===== src/hdl/cpu_pkg.sv =====
// Shared definitions for the accumulator CPU
// Widths, opcode and sequencer state enums
// Control structs for RAM access, datapath commands and program load
`default_nettype none

package cpu_pkg;

    localparam int DATA_W    = 8;
    localparam int ADDR_W    = 4;
    localparam int OP_W      = 4;
    localparam int MEM_DEPTH = 16;

    // Upper nibble of an instruction byte
    typedef enum logic [OP_W-1:0] {
        OP_NOP = 4'b0000,
        OP_LDA = 4'b1000,
        OP_LDB = 4'b0100,
        OP_ADD = 4'b0010,
        OP_SUB = 4'b0001,
        OP_JMP = 4'b1001,
        OP_HLT = 4'b1111,
        OP_WRT = 4'b1010,
        OP_DMA = 4'b1011,
        OP_DMB = 4'b1101
    } opcode_e;

    // Four cycles per instruction, plus a terminal halt state
    typedef enum logic [2:0] {
        S_FETCH,
        S_DECODE,
        S_OPERAND,
        S_EXECUTE,
        S_HALT
    } state_e;

    // RAM access from the sequencer
    typedef struct packed {
        logic [ADDR_W-1:0] addr;
        logic              we;
    } mem_req_t;

    // One-cycle datapath command strobes
    typedef struct packed {
        logic load_a;
        logic load_b;
        logic acc_en;
        logic acc_sub;
        logic emit_a;
        logic emit_b;
    } dp_ctrl_t;

    // Program load write port
    typedef struct packed {
        logic              valid;
        logic [ADDR_W-1:0] addr;
        logic [DATA_W-1:0] data;
    } prog_wr_t;

endpackage

`default_nettype wire

===== src/hdl/cpu_top.sv =====
// CPU top level
// Program counter, sequencer, RAM and datapath wired together
`default_nettype none

module cpu_top
    import cpu_pkg::*;
(
    input  wire logic              clk,
    input  wire logic              reset,
    input  wire prog_wr_t          prog_wr_i,
    output logic      [ADDR_W-1:0] pc_o,
    output logic      [DATA_W-1:0] out_o,
    output logic                   out_valid_o,
    output logic                   halted_o
);

    mem_req_t          mem_req;
    dp_ctrl_t          dp_ctrl;
    logic [DATA_W-1:0] rdata;
    logic [DATA_W-1:0] acc;
    logic              pc_inc;
    logic              pc_load;
    logic [ADDR_W-1:0] jump_target;

    program_counter u_pc (
        .clk      (clk),
        .reset    (reset),
        .inc_i    (pc_inc),
        .load_i   (pc_load),
        .target_i (jump_target),
        .pc_o     (pc_o)
    );

    cpu_control u_ctrl (
        .clk           (clk),
        .reset         (reset),
        .pc_i          (pc_o),
        .rdata_i       (rdata),
        .mem_req_o     (mem_req),
        .dp_ctrl_o     (dp_ctrl),
        .pc_inc_o      (pc_inc),
        .pc_load_o     (pc_load),
        .jump_target_o (jump_target),
        .halted_o      (halted_o)
    );

    // Store data is always the accumulator
    program_ram u_ram (
        .clk       (clk),
        .prog_wr_i (prog_wr_i),
        .mem_req_i (mem_req),
        .wdata_i   (acc),
        .rdata_o   (rdata)
    );

    datapath u_dp (
        .clk         (clk),
        .reset       (reset),
        .ctrl_i      (dp_ctrl),
        .rdata_i     (rdata),
        .acc_o       (acc),
        .out_o       (out_o),
        .out_valid_o (out_valid_o)
    );

endmodule

`default_nettype wire


===== src/hdl/datapath.sv =====
// Datapath registers and arithmetic
// A, B and accumulator, add/subtract unit, registered data output
`default_nettype none

module datapath
    import cpu_pkg::*;
(
    input  wire logic              clk,
    input  wire logic              reset,
    input  wire dp_ctrl_t          ctrl_i,
    input  wire logic [DATA_W-1:0] rdata_i,
    output logic      [DATA_W-1:0] acc_o,
    output logic      [DATA_W-1:0] out_o,
    output logic                   out_valid_o
);

    logic [DATA_W-1:0] reg_a;
    logic [DATA_W-1:0] reg_b;
    logic [DATA_W-1:0] acc;
    logic [DATA_W-1:0] alu_result;
    logic [DATA_W-1:0] out_q;
    logic              out_valid_q;

    // Results wrap modulo 256
    assign alu_result = ctrl_i.acc_sub ? (reg_a - reg_b) : (reg_a + reg_b);

    always_ff @(posedge clk) begin
        if (reset) begin
            reg_a <= '0;
            reg_b <= '0;
            acc   <= '0;
        end else begin
            if (ctrl_i.load_a) begin
                reg_a <= rdata_i;
            end
            if (ctrl_i.load_b) begin
                reg_b <= rdata_i;
            end
            if (ctrl_i.acc_en) begin
                acc <= alu_result;
            end
        end
    end

    // Output register keeps its value between emits
    always_ff @(posedge clk) begin
        if (reset) begin
            out_q       <= '0;
            out_valid_q <= 1'b0;
        end else begin
            out_valid_q <= ctrl_i.emit_a | ctrl_i.emit_b;
            if (ctrl_i.emit_a) begin
                out_q <= reg_a;
            end else if (ctrl_i.emit_b) begin
                out_q <= reg_b;
            end
        end
    end

    assign acc_o       = acc;
    assign out_o       = out_q;
    assign out_valid_o = out_valid_q;

endmodule

`default_nettype wire


===== src/hdl/program_ram.sv =====
// Unified 16 x 8 program and data RAM
// Registered read, program load port and accumulator store port
`default_nettype none

module program_ram
    import cpu_pkg::*;
(
    input  wire logic              clk,
    input  wire prog_wr_t          prog_wr_i,
    input  wire mem_req_t          mem_req_i,
    input  wire logic [DATA_W-1:0] wdata_i,
    output logic      [DATA_W-1:0] rdata_o
);

    logic [DATA_W-1:0] mem [MEM_DEPTH];
    logic [DATA_W-1:0] rdata;

    always_ff @(posedge clk) begin
        // Loader wins over a store in the same cycle
        if (prog_wr_i.valid) begin
            mem[prog_wr_i.addr] <= prog_wr_i.data;
        end else if (mem_req_i.we) begin
            mem[mem_req_i.addr] <= wdata_i;
        end
    end

    // Data appears one cycle after the address
    always_ff @(posedge clk) begin
        rdata <= mem[mem_req_i.addr];
    end

    assign rdata_o = rdata;

endmodule

`default_nettype wire


===== src/hdl/cpu_control.sv =====
// Instruction sequencer
// FSM stepping fetch, decode, operand and execute for each instruction
// Instruction register and opcode decode into single-cycle strobes
`default_nettype none

module cpu_control
    import cpu_pkg::*;
(
    input  wire logic              clk,
    input  wire logic              reset,
    input  wire logic [ADDR_W-1:0] pc_i,
    input  wire logic [DATA_W-1:0] rdata_i,
    output mem_req_t               mem_req_o,
    output dp_ctrl_t               dp_ctrl_o,
    output logic                   pc_inc_o,
    output logic                   pc_load_o,
    output logic      [ADDR_W-1:0] jump_target_o,
    output logic                   halted_o
);

    state_e            state;
    state_e            state_next;

    // Instruction register, split into its two nibbles
    opcode_e           ir_op;
    logic [ADDR_W-1:0] ir_operand;

    always_ff @(posedge clk) begin
        if (reset) begin
            state      <= S_FETCH;
            ir_op      <= OP_NOP;
            ir_operand <= '0;
        end else begin
            state <= state_next;
            // RAM read issued in fetch is valid during decode
            if (state == S_DECODE) begin
                ir_op      <= opcode_e'(rdata_i[DATA_W-1 -: OP_W]);
                ir_operand <= rdata_i[ADDR_W-1:0];
            end
        end
    end

    always_comb begin
        case (state)
            S_FETCH:   state_next = S_DECODE;
            S_DECODE:  state_next = S_OPERAND;
            S_OPERAND: state_next = S_EXECUTE;
            S_EXECUTE: begin
                if (ir_op == OP_HLT) begin
                    state_next = S_HALT;
                end else begin
                    state_next = S_FETCH;
                end
            end
            S_HALT:    state_next = S_HALT;
            default:   state_next = S_FETCH;
        endcase
    end

    // Instruction address during fetch, operand address otherwise
    always_comb begin
        mem_req_o.addr = (state == S_FETCH) ? pc_i : ir_operand;
        // Store lands in RAM at the end of the operand cycle
        mem_req_o.we   = (state == S_OPERAND) && (ir_op == OP_WRT);
    end

    assign pc_inc_o = (state == S_FETCH);

    // Execute strobes, at most one per instruction
    always_comb begin
        dp_ctrl_o = '0;
        pc_load_o = 1'b0;
        if (state == S_EXECUTE) begin
            case (ir_op)
                OP_LDA: dp_ctrl_o.load_a = 1'b1;
                OP_LDB: dp_ctrl_o.load_b = 1'b1;
                OP_ADD: dp_ctrl_o.acc_en = 1'b1;
                OP_SUB: begin
                    dp_ctrl_o.acc_en  = 1'b1;
                    dp_ctrl_o.acc_sub = 1'b1;
                end
                OP_JMP: pc_load_o        = 1'b1;
                OP_DMA: dp_ctrl_o.emit_a = 1'b1;
                OP_DMB: dp_ctrl_o.emit_b = 1'b1;
                // NOP, HLT, WRT and unknown codes fire nothing here
                default: ;
            endcase
        end
    end

    assign jump_target_o = ir_operand;
    assign halted_o      = (state == S_HALT);

endmodule

`default_nettype wire


===== src/hdl/program_counter.sv =====
// Program counter
// Clears on reset, loads a jump target, otherwise counts up on request
`default_nettype none

module program_counter
    import cpu_pkg::*;
(
    input  wire logic              clk,
    input  wire logic              reset,
    input  wire logic              inc_i,
    input  wire logic              load_i,
    input  wire logic [ADDR_W-1:0] target_i,
    output logic      [ADDR_W-1:0] pc_o
);

    logic [ADDR_W-1:0] pc;

    always_ff @(posedge clk) begin
        if (reset) begin
            pc <= '0;
        end else if (load_i) begin
            pc <= target_i;
        end else if (inc_i) begin
            // Wraps from 15 back to 0
            pc <= pc + 1'b1;
        end
    end

    assign pc_o = pc;

endmodule

`default_nettype wire


===== config.mk =====
export PLATFORM = sky130hd
export DESIGN_NAME = cpu_top
export DESIGN_NICKNAME = d
export VERILOG_FILES = /design/src/hdl/cpu_pkg.sv /design/src/hdl/cpu_top.sv /design/src/hdl/datapath.sv /design/src/hdl/program_ram.sv /design/src/hdl/cpu_control.sv /design/src/hdl/program_counter.sv
export SDC_FILE = /design/constraint.sdc
export NUM_CORES = 1
export LEC_CHECK = 0
export BUFFER_PORTS_ARGS = -buffer_cell sky130_fd_sc_hd__buf_2
export CAP_MARGIN = 15
export CORE_MARGIN = 8
export CORE_UTILIZATION = 45
export CTS_CLUSTER_SIZE = 8
export DETAILED_ROUTE_END_ITERATION = 6
export MAX_ROUTING_LAYER = met4
export PLACE_DENSITY = 0.57
export SYNTH_ARGS = -nofsm -noshare
export SYNTH_HDL_FRONTEND = slang
export SYNTH_SLANG_ARGS = --single-unit
export TNS_END_PERCENT = 20

===== constraint.sdc =====
create_clock -name clk -period 6.8 [get_ports clk]
set_clock_uncertainty 0.2 [all_clocks]
set_input_delay 0.68 -clock clk [delete_from_list [all_inputs] [get_ports clk]]
set_output_delay 0.68 -clock clk [all_outputs]
set_load 0.02 [all_outputs]

==> impl_metrics.yaml, run 1 <==
sta:
  setup_ws_ps: 3140
  maxSlewHeadroom_pct: 29.2
  rsz0062_at_grt: "no"
  period_share_pct: 53.8
  drv_slew: 0
  worst_pin_slew_ps: 1050
  period_needed_ps: 3660
  max_freq_mhz: 274
  setup_viol: 0
  finalHoldViolations: 0
  setup_tns_ps: 0
  whs_ps: 267
setup_path:
  path_buf_inv: 0
  path_depth: 4
  slowest_delay_ps: 930
  critPathLaunchType: "flop"
  crit_type: "reg -> reg"
  cp_top_family: "simple AND/OR/NAND/NOR gates"
  crit_required_ps: 6670
  reg2regPathDepth: 4
  critPathCaptureType: "flop"
  worstPathCellList: "or3_2 -> mux2_4 -> a31oi_1 -> nor2_1"
  crit_fanout: 39
  cp_slowest_cell: "or3_2"
  arrival_ps: 3530
drt:
  viasPerCell: 5.70
  drt_first_pass_iters: 5
  drc_errors: 0
  routed_wl_mm: 20.3
  vias: 5453
  wl_per_cell_um: 21.2
  drtAntennaViolNets: 0
  first_iter_violations: 331
synth:
  yosysUniqueCellTypes: 50
  avgSynthCellArea_um2: 12.4
  synth.area.top_cells: "edfxtp_1 45%, mux2i_1 19%, dfxtp_1 13%, nor2_1 2.7%, nand2_1 2.3%"
  synth_top_family_by_area: "multiplexers"
  synth_area_um2: 8600
  synthCells: 695
  synth_nets: 720
  yosys_register_bits: 184
  synth_edf_count: 128
  synth_compound_area_share_pct: 6.85
  synth.yosys.seq_area_share_pct: 57.7
  synth-adder-area-share_pct: 1.54
  synth_ff_type: "edfxtp_1"
  yosys.area.top_type: "edfxtp_1"
  synthXorXnorAreaFrac_pct: 1.02
  yosysWarnings: 0
  synth_simple_gate_area_share_pct: 9.60
  synthMuxAreaShare_pct: 20.5
  synth_top_area_share_pct: 44.7
  synthArstFlopShare_pct: 0
final_layout:
  synthToLayoutAreaGrowth_pct: 10.6
  final_nets: 734
  postLayoutCellArea_um2: 9510
  drive_above_1_share_pct: 11.4
  instances_no_fill: 956
  antennaDiodeCount: 0
  post-route-util_pct: 50.8
  fill_cells: 1595
placed_design:
  port_buffers: 28
  place.gp.congestion: 0.829
  pre_cts_slack_ps: 3160
  placed_area_um2: 8900
  dp_cells: 924
  dp_hpwl_mm: 13.6
die:
  core_area_um2: 18700
  rows: 50
  die_y_um: 154
  io_pins: 29
  dieWidth_um: 154
  start_util_pct: 46.0
  die_area_um2: 23800
status:
  status: "finished, final reports clean"
hold_path:
  min_path_cells: 2
  min_path_type: "reg -> reg"
clocking:
  clockBufferDepth: 2
  cts_root_buf: "clkbuf_16"
  clock_latency_ps: 440
  htreeDepth: 4
  cts_setup_buffers: 0
  clock-sinks: 184
  path_clk_slew_ps: 70
  cts_tree: "yes"
  cts_inserted_buffers: 17
  cts_resized: 0
  ctsHoldBuffers: 0
grt:
  grt_first_pass_wirelength_mm: 31.5
  grt_pass1_vias: 5430
  grt_max_degree: 52
  busiest_layer: "met2"
  gr-total-overflow: 0
  met2_usage_pct: 28.4
  met3_usage_pct: 3.34
  grt_antenna_before_repair: 0
  grt_usage_pct: 17.8
  gr-usage-met1_pct: 22.2
power_and_ir_drop:
  power_density_nw_per_um2: 279
  power_leakage_nw: 3.30
  power.total_mw: 2.65
  vdd_drop_max_v: 0.000190
run:
  maxCapViolations: 0
==> cells by family (layout without fill, tap and decap cells) <==
logic type,Yosys count,in the layout
xor gates and xnor gates,10,10
DFF,184,184
buffers and inverters,50,77
AOI/OAI and AO/OA,89,89
and+or+nand+nor,178,178
adders and majority gates,10,10
muxes,174,174
==> where the power goes <==
group	internal, mW	leakage [nW]	switching, mW
Sequential	1.23	1.61	0.0377
Clock	0.532	0.297	0.478
Combinational	0.149	1.39	0.223
Total	1.91	3.30	0.739
==> worst min-delay path, stage by stage, from the launching register on <==
cell and delay (ps):
dfxtp_1 310, nand2_1 50, a21oi_1 60
==> placed cells by master (no fill, tap or decap), types with 6 or more instances in the layout <==
master	synthesis	layout
xnor2_1	7	7
a21oi_1	35	35
nand3_1	13	13
dfxtp_1	56	54
ha_1	9	9
clkbuf_16	0	17
buf_2	5	28
nor2b_1	8	8
o21ai_0	7	7
mux2_2	8	8
nor2_1	63	63
nand2_1	52	52
a31oi_1	6	6
nor3_1	11	10
buf_4	2	7
inv_1	10	10
o32ai_1	8	8
edfxtp_1	128	128
a221o_1	8	8
a211oi_1	10	10
mux2i_1	164	164
==> cell type report <==
class	count	area (um2)	area share [%]
flip-flops and latches	184	4970	52.2
multi-input cells	461	3410	35.9
clock buffers	18	429	4.51
well taps	234	293	3.08
repair buffers	35	193	2.03
clock inverters	14	179	1.88
inverters	10	37.5	0.395
==> final timing paths <==
check / from / endpoint / slack (ps)
setup / recovery: u_ctrl.state[2] / u_ram.mem[2][0] / 3140
hold reg to reg: u_dp.acc_o[4] / u_dp.acc_o[4] / 270
setup reg to reg: u_ctrl.state[2] / u_ram.mem[2][0] / 3140
hold / removal: u_dp.acc_o[4] / u_dp.acc_o[4] / 270
==> per-layer routing <==
layer	part of all wire, %	up-vias	wire (um)
met4	2.1	0	419
met2	49	126	9830
met5	0	-	0
met3	3.9	27	798
li1	-	2607	-
met1	45	2693	9210
==> flip-flops by register name, summed over array words and instances, names as in the netlist <==
register              cells
u_ram.mem               128
u_dp.acc_o                8
u_dp.out_o                8
u_dp.reg_a                8
u_dp.reg_b                8
u_ram.rdata_o             8
u_ctrl.ir_op              4
u_ctrl.jump_target_o      4
u_pc.pc_o                 4
u_ctrl.state              3
u_dp.out_valid_o          1
==> Yosys cell counts, drive strengths merged (2+ instances only) <==
master,count
a211oi,10
a21o,2
a21oi,35
a221o,8
a31oi,6
and2,2
and3,4
buf,21
clkbuf,19
dfxtp,56
edfxtp,128
ha,9
inv,10
mux2,10
mux2i,164
nand2,52
nand2b,2
nand3,13
nand3b,5
nor2,63
nor2b,8
nor3,11
nor3b,5
nor4,3
o211ai,2
o21a,4
o21ai,7
o22ai,2
o32ai,8
or3,3
or4,2
xnor2,7
xor2,3
Power figures use the tool's default switching activity.
==> run 2: changes to the inputs <==
==> constraint.sdc (replaced) <==
create_clock -name clk -period 3.4 [get_ports clk]
set_clock_uncertainty 0.2 [all_clocks]
set_input_delay 0.34 -clock clk [delete_from_list [all_inputs] [get_ports clk]]
set_output_delay 0.34 -clock clk [all_outputs]
set_load 0.02 [all_outputs]
==> run 2 against run 1 <==
Against the previous run:
- clock-buffer cell count did not move
- worst setup slack got worse by 2900 ps
- power rose by 100%
- global-route usage fell by 0.33 points
- final cell count rose by 2.4%
- register-to-register slack got worse by 2900 ps
- design area rose by 1.8%
- critical path depth rose by 7
- non-clock buffer count rose by 23
- via count rose by 2.0%
==> impl_metrics.yaml, run 2 (same netlist as run 1, synthesis figures left out) <==
hold_path:
  min_path_type: "reg -> reg"
  hold_start: "u_dp.acc_o[4]"
  hold_end: "u_dp.acc_o[4]"
  min_path_cells: 2
placed_design:
  dp_cells: 947
  port_buffers: 28
  dp_hpwl_mm: 13.6
  place.gp.congestion: 0.849
drt:
  wl_per_cell_um: 20.1
  drtAntennaViolNets: 0
  first_iter_violations: 403
  routed_wl_mm: 19.7
  vias: 5560
  drc_errors: 0
  viasPerCell: 5.68
  drt_first_pass_iters: 5
setup_path:
  cp_top_family: "compound AO/OA/AOI/OAI gates"
  reg2regPathDepth: 11
  rr_endpoint: "u_dp.acc_o[6]"
  r2r_slack_ps: 290
  crit_type: "reg -> reg"
  worstPathCellList: "nor4bb_1 -> buf_4 -> and3_1 -> nor2_1 -> xnor2_1 -> ha_1 -> nor2b_1 -> o21a_1 -> o211a_1 -> o21a_1 -> o41ai_1"
  crit_fanout: 12
  critPathLaunchType: "flop"
  rr_startpoint: "u_ctrl.state[0]"
  path_common_cell: "o21a_1"
  arrival_ps: 3220
  slowest_delay_ps: 470
  path_buf_inv: 1
  cp_slowest_cell: "dfxtp_1"
  critPathCaptureType: "flop"
  crit_required_ps: 3510
grt:
  grt_antenna_before_repair: 0
  gr-total-overflow: 0
  grt_first_pass_wirelength_mm: 31.3
  grt_max_degree: 52
  grt_pass1_vias: 5505
  grt_usage_pct: 17.5
final_layout:
  top_register: "u_ram.mem"
  layout_common_cells: "164 x mux2i_1, 128 x edfxtp_1, 63 x nor2_1, 53 x dfxtp_1, 52 x nand2_1"
  synthToLayoutAreaGrowth_pct: 12.5
  final_nets: 757
  final_common_cell: "mux2i_1"
  antennaDiodeCount: 0
  drive_above_1_share_pct: 14.2
  fill_cells: 1601
  largest_register_ffs: 128
  instances_no_fill: 979
power_and_ir_drop:
  power.total_mw: 5.29
  p_seq_share_pct: 48.2
  combPwrFrac_pct: 14.2
  vdd_drop_max_v: 0.000388
  internal-power_mw: 3.83
  power_leakage_nw: 3.42
  power_density_nw_per_um2: 547
  clock_power_share_pct: 37.7
  power_switching_mw: 1.46
  swShare_pct: 27.6
clocking:
  clock_latency_ps: 440
  cts_inserted_buffers: 17
  htreeDepth: 4
  path_clk_slew_ps: 80
  cts_setup_buffers: 0
  cts_root_buf: "clkbuf_16"
  cts_tree: "yes"
  clock-sinks: 184
  clockBufferDepth: 2
sta:
  worst_pin_slew_ps: 904
  period_needed_ps: 3110
  period_share_pct: 91.6
  drv_slew: 0
  setup_tns_ps: 0
  setup_viol: 0
  max_freq_mhz: 321
  rsz0062_at_grt: "no"
  maxSlewHeadroom_pct: 39.8
  finalHoldViolations: 0
die:
  start_util_pct: 46.0
  io_pins: 29
  die_y_um: 154
  die_area_um2: 23800
  rows: 50
  core_area_um2: 18700
  dieWidth_um: 154
status:
  status: "finished, final reports clean"
run:
  maxCapViolations: 0
run 2: routing by layer:
layer  share of wire, %  global-route usage [%]
met4                2.4                    7.00
met5                  0                       -
met3                3.6                    2.87
met1                 47                    22.7
met2                 47                    27.1
run 2: worst max path at each step:
stage / startpoint / endpoint / slack (ps) / cells past startpoint
after floorplan: u_ctrl.state[0] / u_ram.mem[3][0] / 630 / 6
after global placement: u_ctrl.state[1] / u_dp.acc_o[6] / 410 / 11
after detailed placement: u_ctrl.state[1] / u_dp.acc_o[6] / 270 / 11
after CTS: u_ctrl.state[1] / u_dp.acc_o[6] / 230 / 11
after global routing: u_ctrl.state[0] / u_dp.acc_o[6] / 20 / 11
final: u_ctrl.state[0] / u_dp.acc_o[6] / 290 / 11
run 2: cell type report:
cell class	instances	area, um2	area share (%)
sequential	184	4970	51.3
multi-input combinational	461	3410	35.3
clock buffer	18	429	4.43
timing repair buffer	58	365	3.77
tap	234	293	3.02
clock inverter	14	174	1.80
inverter	10	37.5	0.388
run 2: repair_timing:
item	4_1_cts	5_1_grt
setup endpoints to repair	0	1
hold endpoints to repair	0	0
gates resized for setup	0	1
hold buffers	0	0
run 2: power by group through the flow:
stage / Sequential (mW) / Clock, mW / Combinational, mW
after global routing: 2.56 / 2.11 / 0.814
after detailed placement: 2.60 / 0 / 0.750
after floorplan: 2.55 / 0 / 0.579
after CTS: 2.55 / 2.02 / 0.752
final: 2.55 / 1.99 / 0.750
after global placement: 2.60 / 0 / 0.738
run 2: metrics by stage:
| stage | area (um2) | setup slack, ps | util (%) | hold slack (ps) |
|---|---|---|---|---|
| 4_1_cts | 9680 | 226 | 51.7 | 266 |
| 3_3_place_gp | 9070 | 409 | 48.5 | 248 |
| 2_1_floorplan | 8600 | 632 | - | 228 |
| 5_1_grt | 9680 | 18.6 | 51.7 | 290 |
| 6_report | 9680 | 287 | 51.7 | 265 |
| 3_5_place_dp | 9070 | 272 | 48.5 | 253 |
run 2: worst min-delay path, stage by stage, from the launching register on:
cell     delay, ps
dfxtp_1        320
nand2_1         50
a21oi_1         50
==> run 3: changes to the inputs <==
--- a/config.mk
+++ b/config.mk
@@ -8,11 +8,11 @@
 export BUFFER_PORTS_ARGS = -buffer_cell sky130_fd_sc_hd__buf_2
 export CAP_MARGIN = 15
 export CORE_MARGIN = 8
-export CORE_UTILIZATION = 45
+export CORE_UTILIZATION = 44
 export CTS_CLUSTER_SIZE = 8
 export DETAILED_ROUTE_END_ITERATION = 6
 export MAX_ROUTING_LAYER = met4
-export PLACE_DENSITY = 0.57
+export PLACE_DENSITY = 0.56
 export SYNTH_ARGS = -nofsm -noshare
 export SYNTH_HDL_FRONTEND = slang
 export SYNTH_SLANG_ARGS = --single-unit
==> run 3 against run 2 <==
Against the previous run:
- final cell count is 3.0% higher
- die area is 2.0% higher
- worst setup slack better by 28 ps
- routed wire length is 1.3% higher
- clock-buffer cell count is 1 lower
==> impl_metrics.yaml, run 3 (same netlist as run 1, synthesis figures left out) <==
status:
  status: "finished, final reports clean"
grt:
  grt_usage_pct: 17.6
  grt_pass1_vias: 5516
  grt_antenna_before_repair: 0
  gr-total-overflow: 0
  grt_max_degree: 52
  grt_first_pass_wirelength_mm: 31.5
drt:
  wl_per_cell_um: 19.8
  vias: 5503
  routed_wl_mm: 19.9
  viasPerCell: 5.46
  drtAntennaViolNets: 0
  drc_errors: 0
  drt_first_pass_iters: 4
  first_iter_violations: 328
die:
  io_pins: 29
  die_area_um2: 24300
  die_y_um: 156
  core_area_um2: 19300
  start_util_pct: 44.5
  rows: 51
  dieWidth_um: 156
sta:
  maxSlewHeadroom_pct: 40.1
  setup_tns_ps: 0
  whs_ps: 267
  max_freq_mhz: 324
  rsz0062_at_grt: "no"
  worst_pin_slew_ps: 898
  period_needed_ps: 3080
  period_share_pct: 90.7
  finalHoldViolations: 0
  drv_slew: 0
  setup_viol: 0
setup_path:
  critPathLaunchType: "flop"
  crit_required_ps: 3520
  crit_end: "u_dp.acc_o[6]"
  rr_endpoint: "u_dp.acc_o[6]"
  reg2regPathDepth: 11
  rr_startpoint: "u_ctrl.state[1]"
  startpoint: "u_ctrl.state[1]"
  crit_type: "reg -> reg"
  arrival_ps: 3200
  crit_fanout: 12
  critPathCaptureType: "flop"
  r2r_slack_ps: 320
clocking:
  ctsHoldBuffers: 0
  clockBufferDepth: 2
  htreeDepth: 4
  clock_latency_ps: 430
  cts_tree: "yes"
  path_clk_slew_ps: 70
  cts_setup_buffers: 0
  cts_root_buf: "clkbuf_16"
  cts_resized: 0
  clock-sinks: 184
  cts_inserted_buffers: 17
final_layout:
  final_common_cell: "mux2i_1"
  post-route-util_pct: 50.0
  instances_no_fill: 1008
  final_nets: 756
  top_register: "u_ram.mem"
  antennaDiodeCount: 0
  drive_above_1_share_pct: 13.5
  fill_cells: 1711
  largest_register_ffs: 128
  layout_common_cells: "164 x mux2i_1, 128 x edfxtp_1, 63 x nor2_1, 54 x dfxtp_1, 52 x nand2_1"
  synthToLayoutAreaGrowth_pct: 12.5
placed_design:
  dp_hpwl_mm: 13.8
  port_buffers: 28
  dp_cells: 977
  place.gp.congestion: 0.873
power_and_ir_drop:
  vdd_drop_max_v: 0.000356
  power_density_nw_per_um2: 538
  power.total_mw: 5.20
  power_leakage_nw: 3.39
hold_path:
  min_path_type: "reg -> reg"
  hold_start: "u_dp.acc_o[4]"
run:
  maxCapViolations: 0
==> run 3: worst min-delay path by stage <==
stage                          to  slack (ps)  depth (start not counted)
CTS                 u_dp.acc_o[4]         260                          2
detailed placement  u_dp.acc_o[4]         250                          2
finish              u_dp.acc_o[4]         270                          2
floorplan           u_dp.acc_o[4]         230                          2
global placement    u_dp.acc_o[4]         250                          2
global route        u_dp.acc_o[4]         300                          2
==> run 3: power by group <==
group | switching [mW] | total, mW | leakage (nW) | internal, mW
Combinational | 0.431 | 0.747 | 1.51 | 0.316
Clock | 0.831 | 1.90 | 0.266 | 1.07
Sequential | 0.0943 | 2.56 | 1.61 | 2.46
Total | 1.36 | 5.20 | 3.39 | 3.85
==> run 3: layer usage <==
metal	wire, um	vias to the layer above	global-route usage [%]
met5	0	-	-
met4	276	0	5.36
met3	666	15	2.85
met2	9770	115	28.4
met1	9230	2718	22.3
li1	-	2655	-
==> run 3: metrics by stage <==
stage,worst slack [ps],cell area [um2]
6_report,315,9680
5_1_grt,71.4,9680
4_1_cts,312,9680
3_5_place_dp,327,9120
3_3_place_gp,363,9120
2_1_floorplan,632,8600
==> run 3: critical path, stage by stage (launching register included) <==
cell	delay [ps]
dfxtp_1	490
nor4bb_1	310
buf_4	220
and3_1	240
nor2_1	70
xnor2_1	120
ha_1	340
nor2b_1	160
o21a_1	190
o211a_1	220
o21a_1	190
o41ai_1	220
==> run 3: cell type report <==
cell class / instances / area [um2] / area share [%]
clock buffer: 17 / 425 / 4.40
clock inverter: 14 / 133 / 1.37
inverter: 10 / 37.5 / 0.388
multi-input combinational: 461 / 3410 / 35.3
sequential: 184 / 4970 / 51.3
tap: 265 / 332 / 3.43
timing repair buffer: 57 / 370 / 3.83
